File: config.mk
export PLATFORM = sky130hd
export DESIGN_NAME = led_matrix_top
export DESIGN_NICKNAME = d
export VERILOG_FILES = /design/src/led_matrix_pkg.sv /design/src/command_decoder.sv /design/src/control_cmd_fillrow.sv /design/src/control_cmd_readrow.sv /design/src/frame_ram.sv /design/src/led_matrix_top.sv /design/src/scan_out.sv
export VERILOG_INCLUDE_DIRS = /design/src
export SDC_FILE = /design/constraint.sdc
export NUM_CORES = 2
export LEC_CHECK = 0
export BUFFER_PORTS_ARGS = -buffer_cell sky130_fd_sc_hd__buf_4
export CELL_PAD_IN_SITES_DETAIL_PLACEMENT = 0
export CELL_PAD_IN_SITES_GLOBAL_PLACEMENT = 1
export CORE_MARGIN = 1.5
export CORE_UTILIZATION = 50
export DETAILED_ROUTE_END_ITERATION = 12
export PLACE_DENSITY_LB_ADDON = 0.08
export SLEW_MARGIN = 10
export SYNTH_ARGS = -nofsm -noshare
export SYNTH_HDL_FRONTEND = slang
export SYNTH_SLANG_ARGS = --single-unit
File: constraint.sdc
create_clock -name clk -period 6.4 [get_ports clk]
set_input_delay 0.32 -clock clk [delete_from_list [all_inputs] [get_ports clk]]
set_output_delay 0.32 -clock clk [all_outputs]
set_load 0.005 [all_outputs]
File: src/led_matrix_settings.svh
//~~~~~~~~~~~~~~~~~~~~~~~~~~~~~~~~~~~~~~~~~~~~~~~~~~~~~~~~~~~~~~~~~~~~~~~~~~
// matrix geometry is fixed here. width and height must stay powers of two.
//~~~~~~~~~~~~~~~~~~~~~~~~~~~~~~~~~~~~~~~~~~~~~~~~~~~~~~~~~~~~~~~~~~~~~~~~~~
`ifndef LED_MATRIX_SETTINGS_SVH
`define LED_MATRIX_SETTINGS_SVH

`define PIXEL_WIDTH     16      // columns per row.
`define PIXEL_HEIGHT    8       // rows.
`define BYTES_PER_PIXEL 3       // colour bytes per pixel.

// command opcodes.
`define OP_READROW      8'h01
`define OP_FILLROW      8'h02

`endif

File: src/led_matrix_pkg.sv
//~~~~~~~~~~~~~~~~~~~~~~~~~~~~~~~~~~~~~~~~~~~~~~~~~~~~~~~~~~~~~~~~~~~~~~~~~~
// address widths follow the geometry macros. byte 0 is the low colour byte.
//~~~~~~~~~~~~~~~~~~~~~~~~~~~~~~~~~~~~~~~~~~~~~~~~~~~~~~~~~~~~~~~~~~~~~~~~~~
`default_nettype none

`include "led_matrix_settings.svh"

package led_matrix_pkg;

    typedef logic [$clog2(`PIXEL_HEIGHT)-1:0]    row_addr_t;
    typedef logic [$clog2(`PIXEL_WIDTH)-1:0]     col_addr_t;
    typedef logic [$clog2(`BYTES_PER_PIXEL)-1:0] pixel_addr_t;

    // one colour, byte 2 in the top lane.
    typedef logic [`BYTES_PER_PIXEL-1:0][7:0] pixel_t;

    // write request from a handler to the frame RAM.
    typedef struct packed {
        row_addr_t   row;
        col_addr_t   column;
        pixel_addr_t pixel;        // colour byte lane.
        logic [7:0]  data;
        logic        write_enable;
        logic        access_start; // toggles once per byte.
    } ram_wr_t;

endpackage

`default_nettype wire

File: src/command_decoder.sv
//~~~~~~~~~~~~~~~~~~~~~~~~~~~~~~~~~~~~~~~~~~~~~~~~~~~~~~~~~~~~~~~~~~~~~~~~~~
// no handshake. unknown opcodes are dropped, next byte is an opcode again.
//~~~~~~~~~~~~~~~~~~~~~~~~~~~~~~~~~~~~~~~~~~~~~~~~~~~~~~~~~~~~~~~~~~~~~~~~~~
`default_nettype none

`include "led_matrix_settings.svh"

module command_decoder (
    input  wire logic       clk,
    input  wire logic       reset,
    input  wire logic       enable,
    input  wire logic [7:0] data_in,
    input  wire logic       readrow_done,
    input  wire logic       fillrow_done,
    output logic            readrow_enable,
    output logic            fillrow_enable,
    output logic            sel_fill,
    output logic            busy,
    output logic            cmd_done
);
    typedef enum logic [1:0] {
        ST_OPCODE,
        ST_READROW,
        ST_FILLROW
    } dec_state_t;

    dec_state_t state;

    always_ff @(posedge clk) begin
        if (reset) begin
            state <= ST_OPCODE;
        end else begin
            case (state)
                ST_OPCODE: begin
                    if (enable && data_in == `OP_READROW) begin
                        state <= ST_READROW;
                    end else if (enable && data_in == `OP_FILLROW) begin
                        state <= ST_FILLROW;
                    end
                end
                ST_READROW: if (readrow_done) state <= ST_OPCODE;
                ST_FILLROW: if (fillrow_done) state <= ST_OPCODE;
                default:    state <= ST_OPCODE;
            endcase
        end
    end

    // bytes only reach the handler that owns the command.
    assign readrow_enable = enable && (state == ST_READROW);
    assign fillrow_enable = enable && (state == ST_FILLROW);
    assign sel_fill       = (state == ST_FILLROW);
    assign busy           = (state != ST_OPCODE);

    assign cmd_done = (state == ST_READROW && readrow_done) ||
                      (state == ST_FILLROW && fillrow_done);

endmodule

`default_nettype wire

File: src/control_cmd_fillrow.sv
//~~~~~~~~~~~~~~~~~~~~~~~~~~~~~~~~~~~~~~~~~~~~~~~~~~~~~~~~~~~~~~~~~~~~~~~~~~
// colour bytes come as 2, 1, 0. bytes during the 48-cycle sweep are ignored.
//~~~~~~~~~~~~~~~~~~~~~~~~~~~~~~~~~~~~~~~~~~~~~~~~~~~~~~~~~~~~~~~~~~~~~~~~~~
`default_nettype none

`include "led_matrix_settings.svh"

module control_cmd_fillrow (
    input  wire logic           clk,
    input  wire logic           reset,
    input  wire logic [7:0]     data_in,
    input  wire logic           enable,
    output led_matrix_pkg::ram_wr_t wr,
    output logic                done
);
    import led_matrix_pkg::*;

    localparam col_addr_t   LAST_COL  = col_addr_t'(`PIXEL_WIDTH - 1);
    localparam pixel_addr_t LAST_BYTE = pixel_addr_t'(`BYTES_PER_PIXEL - 1);

    typedef enum logic [1:0] {
        ST_ROW_CAPTURE,
        ST_COLOUR,
        ST_SWEEP,
        ST_DONE
    } fillrow_state_t;

    fillrow_state_t state;
    pixel_addr_t    lane;     // next colour byte to capture.
    pixel_t         colour;

    always_ff @(posedge clk) begin
        if (state == ST_COLOUR && enable) colour[lane] <= data_in;
    end

    always_ff @(posedge clk) begin
        if (reset) begin
            state <= ST_ROW_CAPTURE;
            lane  <= '0;
            wr    <= '0;
            done  <= 1'b0;
        end else begin
            case (state)
                ST_ROW_CAPTURE: begin
                    if (enable) begin
                        wr.row <= row_addr_t'(data_in);
                        lane   <= LAST_BYTE;
                        state  <= ST_COLOUR;
                    end
                end

                ST_COLOUR: begin
                    if (enable) begin
                        lane <= lane - pixel_addr_t'(1);
                        if (lane == '0) begin          // last colour byte, start sweep.
                            wr.column       <= LAST_COL;
                            wr.pixel        <= LAST_BYTE;
                            wr.data         <= colour[LAST_BYTE];
                            wr.write_enable <= 1'b1;
                            wr.access_start <= ~wr.access_start;
                            state           <= ST_SWEEP;
                        end
                    end
                end

                //~~~~~~~~~~~~~~~~~~~~~~~~~~~~~~~~~~~~~~~~~~~~~~~~~~~~~~~~~~~~~~~~~~~~~~
                // one lane per cycle, columns from the last down to 0.
                //~~~~~~~~~~~~~~~~~~~~~~~~~~~~~~~~~~~~~~~~~~~~~~~~~~~~~~~~~~~~~~~~~~~~~~
                ST_SWEEP: begin
                    wr.access_start <= ~wr.access_start;
                    if (wr.pixel == '0) begin
                        wr.pixel  <= LAST_BYTE;
                        wr.column <= wr.column - col_addr_t'(1);
                        wr.data   <= colour[LAST_BYTE];
                    end else begin
                        wr.pixel <= wr.pixel - pixel_addr_t'(1);
                        wr.data  <= colour[wr.pixel - pixel_addr_t'(1)];
                        if (wr.column == '0 && wr.pixel == pixel_addr_t'(1)) begin
                            done  <= 1'b1;
                            state <= ST_DONE;
                        end
                    end
                end

                ST_DONE: begin
                    done            <= 1'b0;
                    wr.write_enable <= 1'b0;
                    state           <= ST_ROW_CAPTURE;
                end

                default: state <= ST_ROW_CAPTURE;
            endcase
        end
    end

endmodule

`default_nettype wire

File: src/control_cmd_readrow.sv
//~~~~~~~~~~~~~~~~~~~~~~~~~~~~~~~~~~~~~~~~~~~~~~~~~~~~~~~~~~~~~~~~~~~~~~~~~~
// row byte, then exactly one row of data, last column and colour byte first.
// each byte reaches the RAM port one cycle after its enable cycle.
//~~~~~~~~~~~~~~~~~~~~~~~~~~~~~~~~~~~~~~~~~~~~~~~~~~~~~~~~~~~~~~~~~~~~~~~~~~
`default_nettype none

`include "led_matrix_settings.svh"

module control_cmd_readrow (
    input  wire logic           clk,
    input  wire logic           reset,
    input  wire logic [7:0]     data_in,
    input  wire logic           enable,
    output led_matrix_pkg::ram_wr_t wr,
    output logic                done
);
    import led_matrix_pkg::*;

    localparam col_addr_t   LAST_COL  = col_addr_t'(`PIXEL_WIDTH - 1);
    localparam pixel_addr_t LAST_BYTE = pixel_addr_t'(`BYTES_PER_PIXEL - 1);

    typedef enum logic [1:0] {
        ST_ROW_CAPTURE,
        ST_PRIME,
        ST_ROW_DATA,
        ST_DONE
    } readrow_state_t;

    readrow_state_t state;

    always_ff @(posedge clk) begin
        if (reset) begin
            state <= ST_ROW_CAPTURE;
            wr    <= '0;
            done  <= 1'b0;
        end else begin
            case (state)
                ST_ROW_CAPTURE: begin
                    if (enable) begin
                        wr.row <= row_addr_t'(data_in);
                        state  <= ST_PRIME;
                    end
                end

                // first data byte lands on the last column, top byte.
                ST_PRIME: begin
                    if (enable) begin
                        wr.column       <= LAST_COL;
                        wr.pixel        <= LAST_BYTE;
                        wr.data         <= data_in;
                        wr.write_enable <= 1'b1;
                        wr.access_start <= ~wr.access_start;
                        state           <= ST_ROW_DATA;
                    end
                end

                ST_ROW_DATA: begin
                    if (enable) begin
                        wr.data         <= data_in;
                        wr.access_start <= ~wr.access_start;
                        if (wr.pixel == '0) begin
                            wr.pixel  <= LAST_BYTE;       // next column down.
                            wr.column <= wr.column - col_addr_t'(1);
                        end else begin
                            wr.pixel <= wr.pixel - pixel_addr_t'(1);
                            if (wr.column == '0 && wr.pixel == pixel_addr_t'(1)) begin
                                done  <= 1'b1;            // column 0, byte 0.
                                state <= ST_DONE;
                            end
                        end
                    end
                end

                ST_DONE: begin
                    done            <= 1'b0;
                    wr.write_enable <= 1'b0;
                    state           <= ST_ROW_CAPTURE;
                end

                default: state <= ST_ROW_CAPTURE;
            endcase
        end
    end

endmodule

`default_nettype wire

File: src/frame_ram.sv
//~~~~~~~~~~~~~~~~~~~~~~~~~~~~~~~~~~~~~~~~~~~~~~~~~~~~~~~~~~~~~~~~~~~~~~~~~~
// one byte lane written per strobe toggle. read data is one cycle late.
//~~~~~~~~~~~~~~~~~~~~~~~~~~~~~~~~~~~~~~~~~~~~~~~~~~~~~~~~~~~~~~~~~~~~~~~~~~
`default_nettype none

`include "led_matrix_settings.svh"

module frame_ram (
    input  wire logic                      clk,
    input  wire logic                      reset,
    input  wire led_matrix_pkg::ram_wr_t   wr,
    input  wire led_matrix_pkg::row_addr_t rd_row,
    input  wire led_matrix_pkg::col_addr_t rd_col,
    output led_matrix_pkg::pixel_t         rd_pixel
);
    import led_matrix_pkg::*;

    localparam int DEPTH = `PIXEL_WIDTH * `PIXEL_HEIGHT;

    pixel_t mem [DEPTH] = '{default: '0};   // frame powers up black.
    logic   prev_strobe;

    always_ff @(posedge clk) begin
        if (reset) begin
            prev_strobe <= 1'b0;
        end else begin
            prev_strobe <= wr.access_start;
        end
    end

    always_ff @(posedge clk) begin
        if (wr.write_enable && (wr.access_start != prev_strobe)) begin
            mem[{wr.row, wr.column}][wr.pixel] <= wr.data;
        end
        rd_pixel <= mem[{rd_row, rd_col}];
    end

endmodule

`default_nettype wire

File: src/led_matrix_top.sv
//~~~~~~~~~~~~~~~~~~~~~~~~~~~~~~~~~~~~~~~~~~~~~~~~~~~~~~~~~~~~~~~~~~~~~~~~~~
// write-only command port. host waits for cmd_done before the next opcode.
//~~~~~~~~~~~~~~~~~~~~~~~~~~~~~~~~~~~~~~~~~~~~~~~~~~~~~~~~~~~~~~~~~~~~~~~~~~
`default_nettype none

module led_matrix_top (
    input  wire logic                 clk,
    input  wire logic                 reset,
    input  wire logic                 enable,
    input  wire logic [7:0]           data_in,
    output logic                      cmd_done,
    output logic                      busy,
    output led_matrix_pkg::row_addr_t row,
    output led_matrix_pkg::col_addr_t column,
    output led_matrix_pkg::pixel_t    pixel,
    output logic                      pixel_valid,
    output logic                      frame_start
);
    import led_matrix_pkg::*;

    logic      readrow_enable;
    logic      fillrow_enable;
    logic      readrow_done;
    logic      fillrow_done;
    logic      sel_fill;
    ram_wr_t   readrow_wr;
    ram_wr_t   fillrow_wr;
    ram_wr_t   ram_wr;
    row_addr_t rd_row;
    col_addr_t rd_col;
    pixel_t    rd_pixel;

    //~~~~~~~~~~~~~~~~~~~~~~~~~~~~~~~~~~~~~~~~~~~~~~~~~~~~~~~~~~~~~~~~~~~~~~~~~~
    // command side
    //~~~~~~~~~~~~~~~~~~~~~~~~~~~~~~~~~~~~~~~~~~~~~~~~~~~~~~~~~~~~~~~~~~~~~~~~~~
    command_decoder decoder_i (
        .clk, .reset, .enable, .data_in, .readrow_done, .fillrow_done,
        .readrow_enable, .fillrow_enable, .sel_fill, .busy, .cmd_done
    );

    control_cmd_readrow readrow_i (
        .clk, .reset, .data_in, .enable(readrow_enable), .wr(readrow_wr), .done(readrow_done)
    );

    control_cmd_fillrow fillrow_i (
        .clk, .reset, .data_in, .enable(fillrow_enable), .wr(fillrow_wr), .done(fillrow_done)
    );

    assign ram_wr = sel_fill ? fillrow_wr : readrow_wr;   // active handler owns the port.

    //~~~~~~~~~~~~~~~~~~~~~~~~~~~~~~~~~~~~~~~~~~~~~~~~~~~~~~~~~~~~~~~~~~~~~~~~~~
    // frame store and scan
    //~~~~~~~~~~~~~~~~~~~~~~~~~~~~~~~~~~~~~~~~~~~~~~~~~~~~~~~~~~~~~~~~~~~~~~~~~~
    frame_ram ram_i (
        .clk, .reset, .wr(ram_wr), .rd_row, .rd_col, .rd_pixel
    );

    scan_out scan_i (
        .clk, .reset, .rd_row, .rd_col, .rd_pixel,
        .row, .column, .pixel, .pixel_valid, .frame_start
    );

endmodule

`default_nettype wire

File: src/scan_out.sv
//~~~~~~~~~~~~~~~~~~~~~~~~~~~~~~~~~~~~~~~~~~~~~~~~~~~~~~~~~~~~~~~~~~~~~~~~~~
// free-running raster, one pixel per cycle. first pixel two cycles after reset.
//~~~~~~~~~~~~~~~~~~~~~~~~~~~~~~~~~~~~~~~~~~~~~~~~~~~~~~~~~~~~~~~~~~~~~~~~~~
`default_nettype none

`include "led_matrix_settings.svh"

module scan_out (
    input  wire logic                   clk,
    input  wire logic                   reset,
    output led_matrix_pkg::row_addr_t   rd_row,
    output led_matrix_pkg::col_addr_t   rd_col,
    input  wire led_matrix_pkg::pixel_t rd_pixel,
    output led_matrix_pkg::row_addr_t   row,
    output led_matrix_pkg::col_addr_t   column,
    output led_matrix_pkg::pixel_t      pixel,
    output logic                        pixel_valid,
    output logic                        frame_start
);
    import led_matrix_pkg::*;

    localparam row_addr_t LAST_ROW = row_addr_t'(`PIXEL_HEIGHT - 1);
    localparam col_addr_t LAST_COL = col_addr_t'(`PIXEL_WIDTH - 1);

    logic run;   // counters hold for one cycle after reset.

    always_ff @(posedge clk) begin
        if (reset) begin
            run         <= 1'b0;
            rd_row      <= '0;
            rd_col      <= '0;
            row         <= '0;
            column      <= '0;
            pixel_valid <= 1'b0;
        end else begin
            run <= 1'b1;
            if (run) begin
                rd_col <= (rd_col == LAST_COL) ? '0 : rd_col + col_addr_t'(1);
                if (rd_col == LAST_COL) begin
                    rd_row <= (rd_row == LAST_ROW) ? '0 : rd_row + row_addr_t'(1);
                end
            end
            // aligned with the RAM read latency.
            row         <= rd_row;
            column      <= rd_col;
            pixel_valid <= run;
        end
    end

    assign pixel       = rd_pixel;
    assign frame_start = pixel_valid && (row == '0) && (column == '0);

endmodule

`default_nettype wire
# Word-level counts from Yosys, hierarchy flattened

Memory sizes are Yosys's and may differ from the RTL's. A register that Yosys moved wholly into a read port is not among the register bits.
Cells that the tools add are included.
Widths: inputs -> output; s select.

Register bits: 89
Memory bits (writable): 3,072
Input port bits: 11
Output and inout port bits: 35
Logic and storage cells: 176
Memories kept: 1

Memory list:

| memory    | words | width | rd ports | clocked after Yosys merged registers in | write ports | line            | text |
|---|---|---|---|---|---|---|---|
| ram_i.mem | 128   | 24    | 1        | 1                                       | 1           | frame_ram.sv:20 | `pixel_t mem [DEPTH] = '{default: '0};` |

$add $sub $neg: 7
$lt $le $gt $ge: 5
Eq/ne operators: 30
Mux-type cells: 55
Bitwise gates (word level): 2
Reduce and logical (&&, ||, !) cells: 48

Operators with widths:

| cell               | number |
|---|---|
| $pmux 14 s2        | 2 |
| $mux 16            | 3 |
| $mux 2             | 17 |
| $demux 8 s2        | 2 |
| $bwmux 24          | 1 |
| $mux 24            | 1 |
| $mux 8             | 3 |
| $mux 19            | 1 |
| $reduce_and 3->1   | 6 |
| $bmux 8 s2         | 1 |
| $ne 2x1->1 const B | 8 |
| $pmux 2 s4         | 2 |
| $reduce_bool 2->1  | 8 |
| $logic_and 1x1->1  | 14 |
| $mux 14            | 1 |
| $logic_not 2->1    | 6 |
| $logic_not 4->1    | 3 |
| $mux 4             | 3 |
| $ne 2x2->1 const B | 6 |
| $pmux 1 s2         | 6 |
| $reduce_and 4->1   | 3 |
| $eq 2x1->1 const B | 5 |
| $eq 2x2->1 const B | 5 |
| $mux 10            | 1 |
| 21 further kinds   | 39 |

# Logic depth before layout (Yosys ltp)

Depth in word-level cells: 7
Mapped depth: 12
Gate-level depth less buffers: 8

# Hierarchy

Synthesis repeated with hierarchy kept, for this count alone.

Cell total of the unflattened synthesis: 5,376
Area, all modules: 123,413.4 um^2

Modules (own cells, without submodules):

| module              | times used | cells an instance | area each (um^2) | seq. area each (um^2) |
|---|---|---|---|---|
| frame_ram           | 1          | 4,961             | 118,994.1        | 92,749.0 |
| control_cmd_fillrow | 1          | 171               | 2,128.3          | 1,201.2 |
| control_cmd_readrow | 1          | 124               | 1,086.0          | 440.4 |
| scan_out            | 1          | 77                | 753.2            | 320.3 |
| led_matrix_top      | 1          | 21                | 282.8            | 0.0 |
| command_decoder     | 1          | 22                | 168.9            | 40.0 |

# Worst setup path before layout

No wires, ideal clock.

Path type: register -> register
Start point: register decoder_i.state[0]
End point: memory ram_i.mem[0][0] in the netlist's numbering, data pin
Setup time: 1,134 ps
Data arrival time: 5,880 ps
Data required time: 5,266 ps
Path slack: -614 ps
Stages on the path, launching flop included: 9
Path buffers: 5
Period minus slack after synthesis: 7,014 ps
Path through: dfxtp_1 buf_2 nand2b_1 buf_4 buf_2 buf_2 buf_1 nand2_1 nand2_1

RTL lines:

| element                  | line                  | text |
|---|---|---|
| start: declaration       | command_decoder.sv:27 | `dec_state_t state;` |
| start signal: assignment | command_decoder.sv:31 | `state <= ST_OPCODE;` |
| start signal: assignment | command_decoder.sv:36 | `state <= ST_READROW;` |
| start signal: assignment | command_decoder.sv:38 | `state <= ST_FILLROW;` |
| end: declaration         | frame_ram.sv:20       |  |

==> key figures <==
Status
  – Status: completed

Detailed routing
  – WL final: between 300 and 400 mm
  – # DRC: 0
  – ANT nets after route: 0
  – Routed length per instance: 33.71 um
  – Initial DRT Pass Iterations: 5
  – Number of DRC markers in iteration 0: a little under 7000
  – Average vias per placed instance: 6.176
  – Vias post-DR: 62350

Worst setup path
  – WP data required: 7.13 ns
  – Critical Path End Type: register
  – CP Launch Type: register
  – WS Path Type: register to register
  – Critical Path Fanout Max: 63
  – WP data arrival: between 5 and 6 ns

Pwr
  – Clock power share: 44.1%
  – Power Internal: roughly 34000 uW
  – Logic pwr share: under 10%
  – Leak: roughly 0.034 uW
  – PD cells: 305.7 nW/um2
  – Max rail drop VDD: just under 0.3 mV
  – Psw: 8648 uW
  – Reg power frac: 53.1%
  – Switch share: between 20% and 30%

Timing
  – Slew headroom: between 10 and 15%
  – Final-report hold violation count: 0
  – Final period utilization: around 75%
  – Post-route setup TNS: 0 ns
  – Setup Skew: 0.06603 ns
  – RSZ-0062 raised after global routing: no
  – Final Max Slew Viols: 0
  – Max frequency: 207.1 MHz
  – # setup viols final: 0
  – Period minus WS final: 4.828 ns
  – Worst Tran Pin Value: ~1.3 ns

Global route
  – Grt ovf: 0
  – First-pass GRT wire length: ~480 mm
  – Vias in the first global route: about 62000
  – Overall routing resource usage: 27.10%
  – Largest net degree at the start of global routing: between 100 and 150
  – Initial antenna violation count: 15

Clocking
  – Inserted Clock Buffers: between 300 and 400
  – Clk root buf: clkbuf_16
  – CTS tree: built
  – Clk sinks: between 3000 and 4000
  – Latest clock arrival within the worst-skew pair: approximately 0.95 ns
  – Clock Path Buffers: 4
  – H-tree depth: 5
  – CTS clock-pin slew for the worst setup and hold paths: ~0.06 ns
  – Hold buffers post-CTS: 10
  – Post-CTS Resized: 0
  – Number of setup buffers added after CTS: 0

Floorplan
  – Die height: approximately 500 um
  – Core area: ~250000 um2
  – Die Area: approximately 250000 um2
  – Rows: approximately 180
  – Die W: around 500 um
  – # IOs: 46
  – Initial cell density of the core: around half

Place
  – GPL Wtd Cong: between 0.8 and 0.9
  – Port bufs: 45
  – Post-DP HPWL: 212.1 mm
  – Placed cell areas: approximately 130000 um2

Final layout
  – Most common cell after layout, fill and taps aside: edfxtp_1
  – Share of layout cells above drive strength 1: between 10% and 20%
  – Final instance area: around 140000 um2
  – Footprint of the flip-flops and latches: ~95000 um2
  – Area occupied by multi-input gates: ~28000 um2
  – Nets@finish: roughly 6600
  – Area Overhead vs Synth: 12.01%
  – Most frequent cells in the layout: edfxtp_1, mux2i_1, mux4_2
  – Layout fillers: between 15000 and 20000

Synthesis
  – Sequential area share after synthesis: approximately three quarters
  – Yosys cell types: between 50 and 60
  – Gate count after technology mapping: approximately 6400
  – Ys async rst share: 0%
  – Area leader, netlist: edfxtp_1
  – Post-synth EDFFs: around 3100
  – Area share of the largest cell type after synthesis: around three quarters
  – Area contributors post-synth: edfxtp_1, mux4_2, mux2i_1
  – Syn Area/Cell: about 20 um2
  – #FFs+latches synth: about 3200
  – Ys Warns: 0
  – Main synth FF type: edfxtp_1
  – Cell Area, Synth: 124500 um2
  – Syn_nets: roughly 6400

Run
  – Max-capacitance violation count: 0

Hold path
  – Worst min path class: input pin to register
## synth_stat cells (9+ instances only)
master       n
o21ai_1     26
clkbuf_1   182
nor3_1      18
a221oi_1    51
ha_1        24
dfxtp_1     89
nand2_1    333
nand3_1     63
a211oi_1    13
nor2_1     450
o211ai_1    55
nor3b_1      9
o21ai_0     84
a21oi_1    117
nor2b_1     14
edfxtp_1  3096
a31oi_1     64
o22ai_1      9
inv_1       31
a22oi_1    148
mux2i_1    616
mux4_2     593
buf_4       76
a41oi_1     11
buf_6       17
buf_2       94
## power groups by stage
stage / Combinational (uW) / Sequential [uW] / Clock (uW)
floorplan: 967 / 23000 / 0
global placement: 1210 / 23100 / 0
detailed placement: 1220 / 23100 / 0
CTS: 1230 / 22600 / 19000
global route: 1300 / 22600 / 19800
finish: 1210 / 22600 / 18800
## area by class of cell
cell class,instances,area share (%)
timing repair buffer,198,1.434
multi-input combinational,2768,20.02
antenna,5,0.008974
inverter,32,0.08615
clock buffer,433,6.547
clock inverter,162,0.9656
tap,3312,2.972
sequential,3185,67.97
## sequential cells by signal, summed over array words and instances, names as in the netlist, 3 cells and up
signal and count:
ram_i.rd_pixel 24, scan_i.column 4, scan_i.row 3, fillrow_i.wr 19, scan_i.rd_row 3, readrow_i.wr 19, scan_i.rd_col 4, ram_i.mem 3072
fillrow_i.colour 24
## final timing paths
path / cells past startpoint / slack [ns] / to / from
setup reg to reg: 7 / 1.57 / ram_i.rd_pixel[21] / scan_i.rd_col[0]
hold / removal: 2 / 0.15 / fillrow_i.colour[7] / data_in[7]
hold reg to reg: 2 / 0.45 / readrow_i.wr[2] / readrow_i.wr[2]
setup / recovery: 7 / 1.57 / ram_i.rd_pixel[21] / scan_i.rd_col[0]
## metrics by stage
stage | std cells | hold WS [ns] | util (%) | total power (uW) | setup WS (ns)
2_1_floorplan | 6364 | 0.4189 | - | 24010 | 1.730
3_3_place_gp | 9484 | 0.4434 | 52.24 | 24290 | 1.478
3_5_place_dp | 9484 | 0.4489 | 52.24 | 24290 | 1.487
4_1_cts | 10090 | 0.09376 | 56.53 | 42900 | 1.418
5_1_grt | 10090 | 0.1401 | 56.53 | 43700 | 1.434
6_report | 10100 | 0.1531 | 56.53 | 42620 | 1.572
## kinds of logic (layout without fill, tap and decap cells)
family	count (synthesis)	in the layout	synth area share (%)
other	0	5	0
buffers and inverters	411	825	1.684
AO/OA/AOI/OAI	597	597	3.158
XOR/XNOR	9	9	0.06333
flip-flops	3185	3185	76.12
AND/OR/NAND/NOR	927	927	3.029
multiplexers	1211	1211	15.70
adder cells (fa/ha/maj)	24	24	0.2412
## per-layer routing
metal	up-vias	global-route usage [%]	share of wire (%)
met1	33260	38.39	42
met5	-	0.3280	0.048
met3	470	5.160	7.3
li1	26200	-	-
met4	10	7.658	3.0
met2	2414	43.12	48
## critical path, stage by stage, from the launching register on
cell and delay [ns]:
dfxtp_4 0.67, buf_12 0.42, buf_4 0.58, mux4_2 0.57
mux2i_1 0.40, o221ai_1 0.67, a221oi_1 1.11, a21oi_1 0.12
Note: power is estimated with default switching activity, not from simulation.
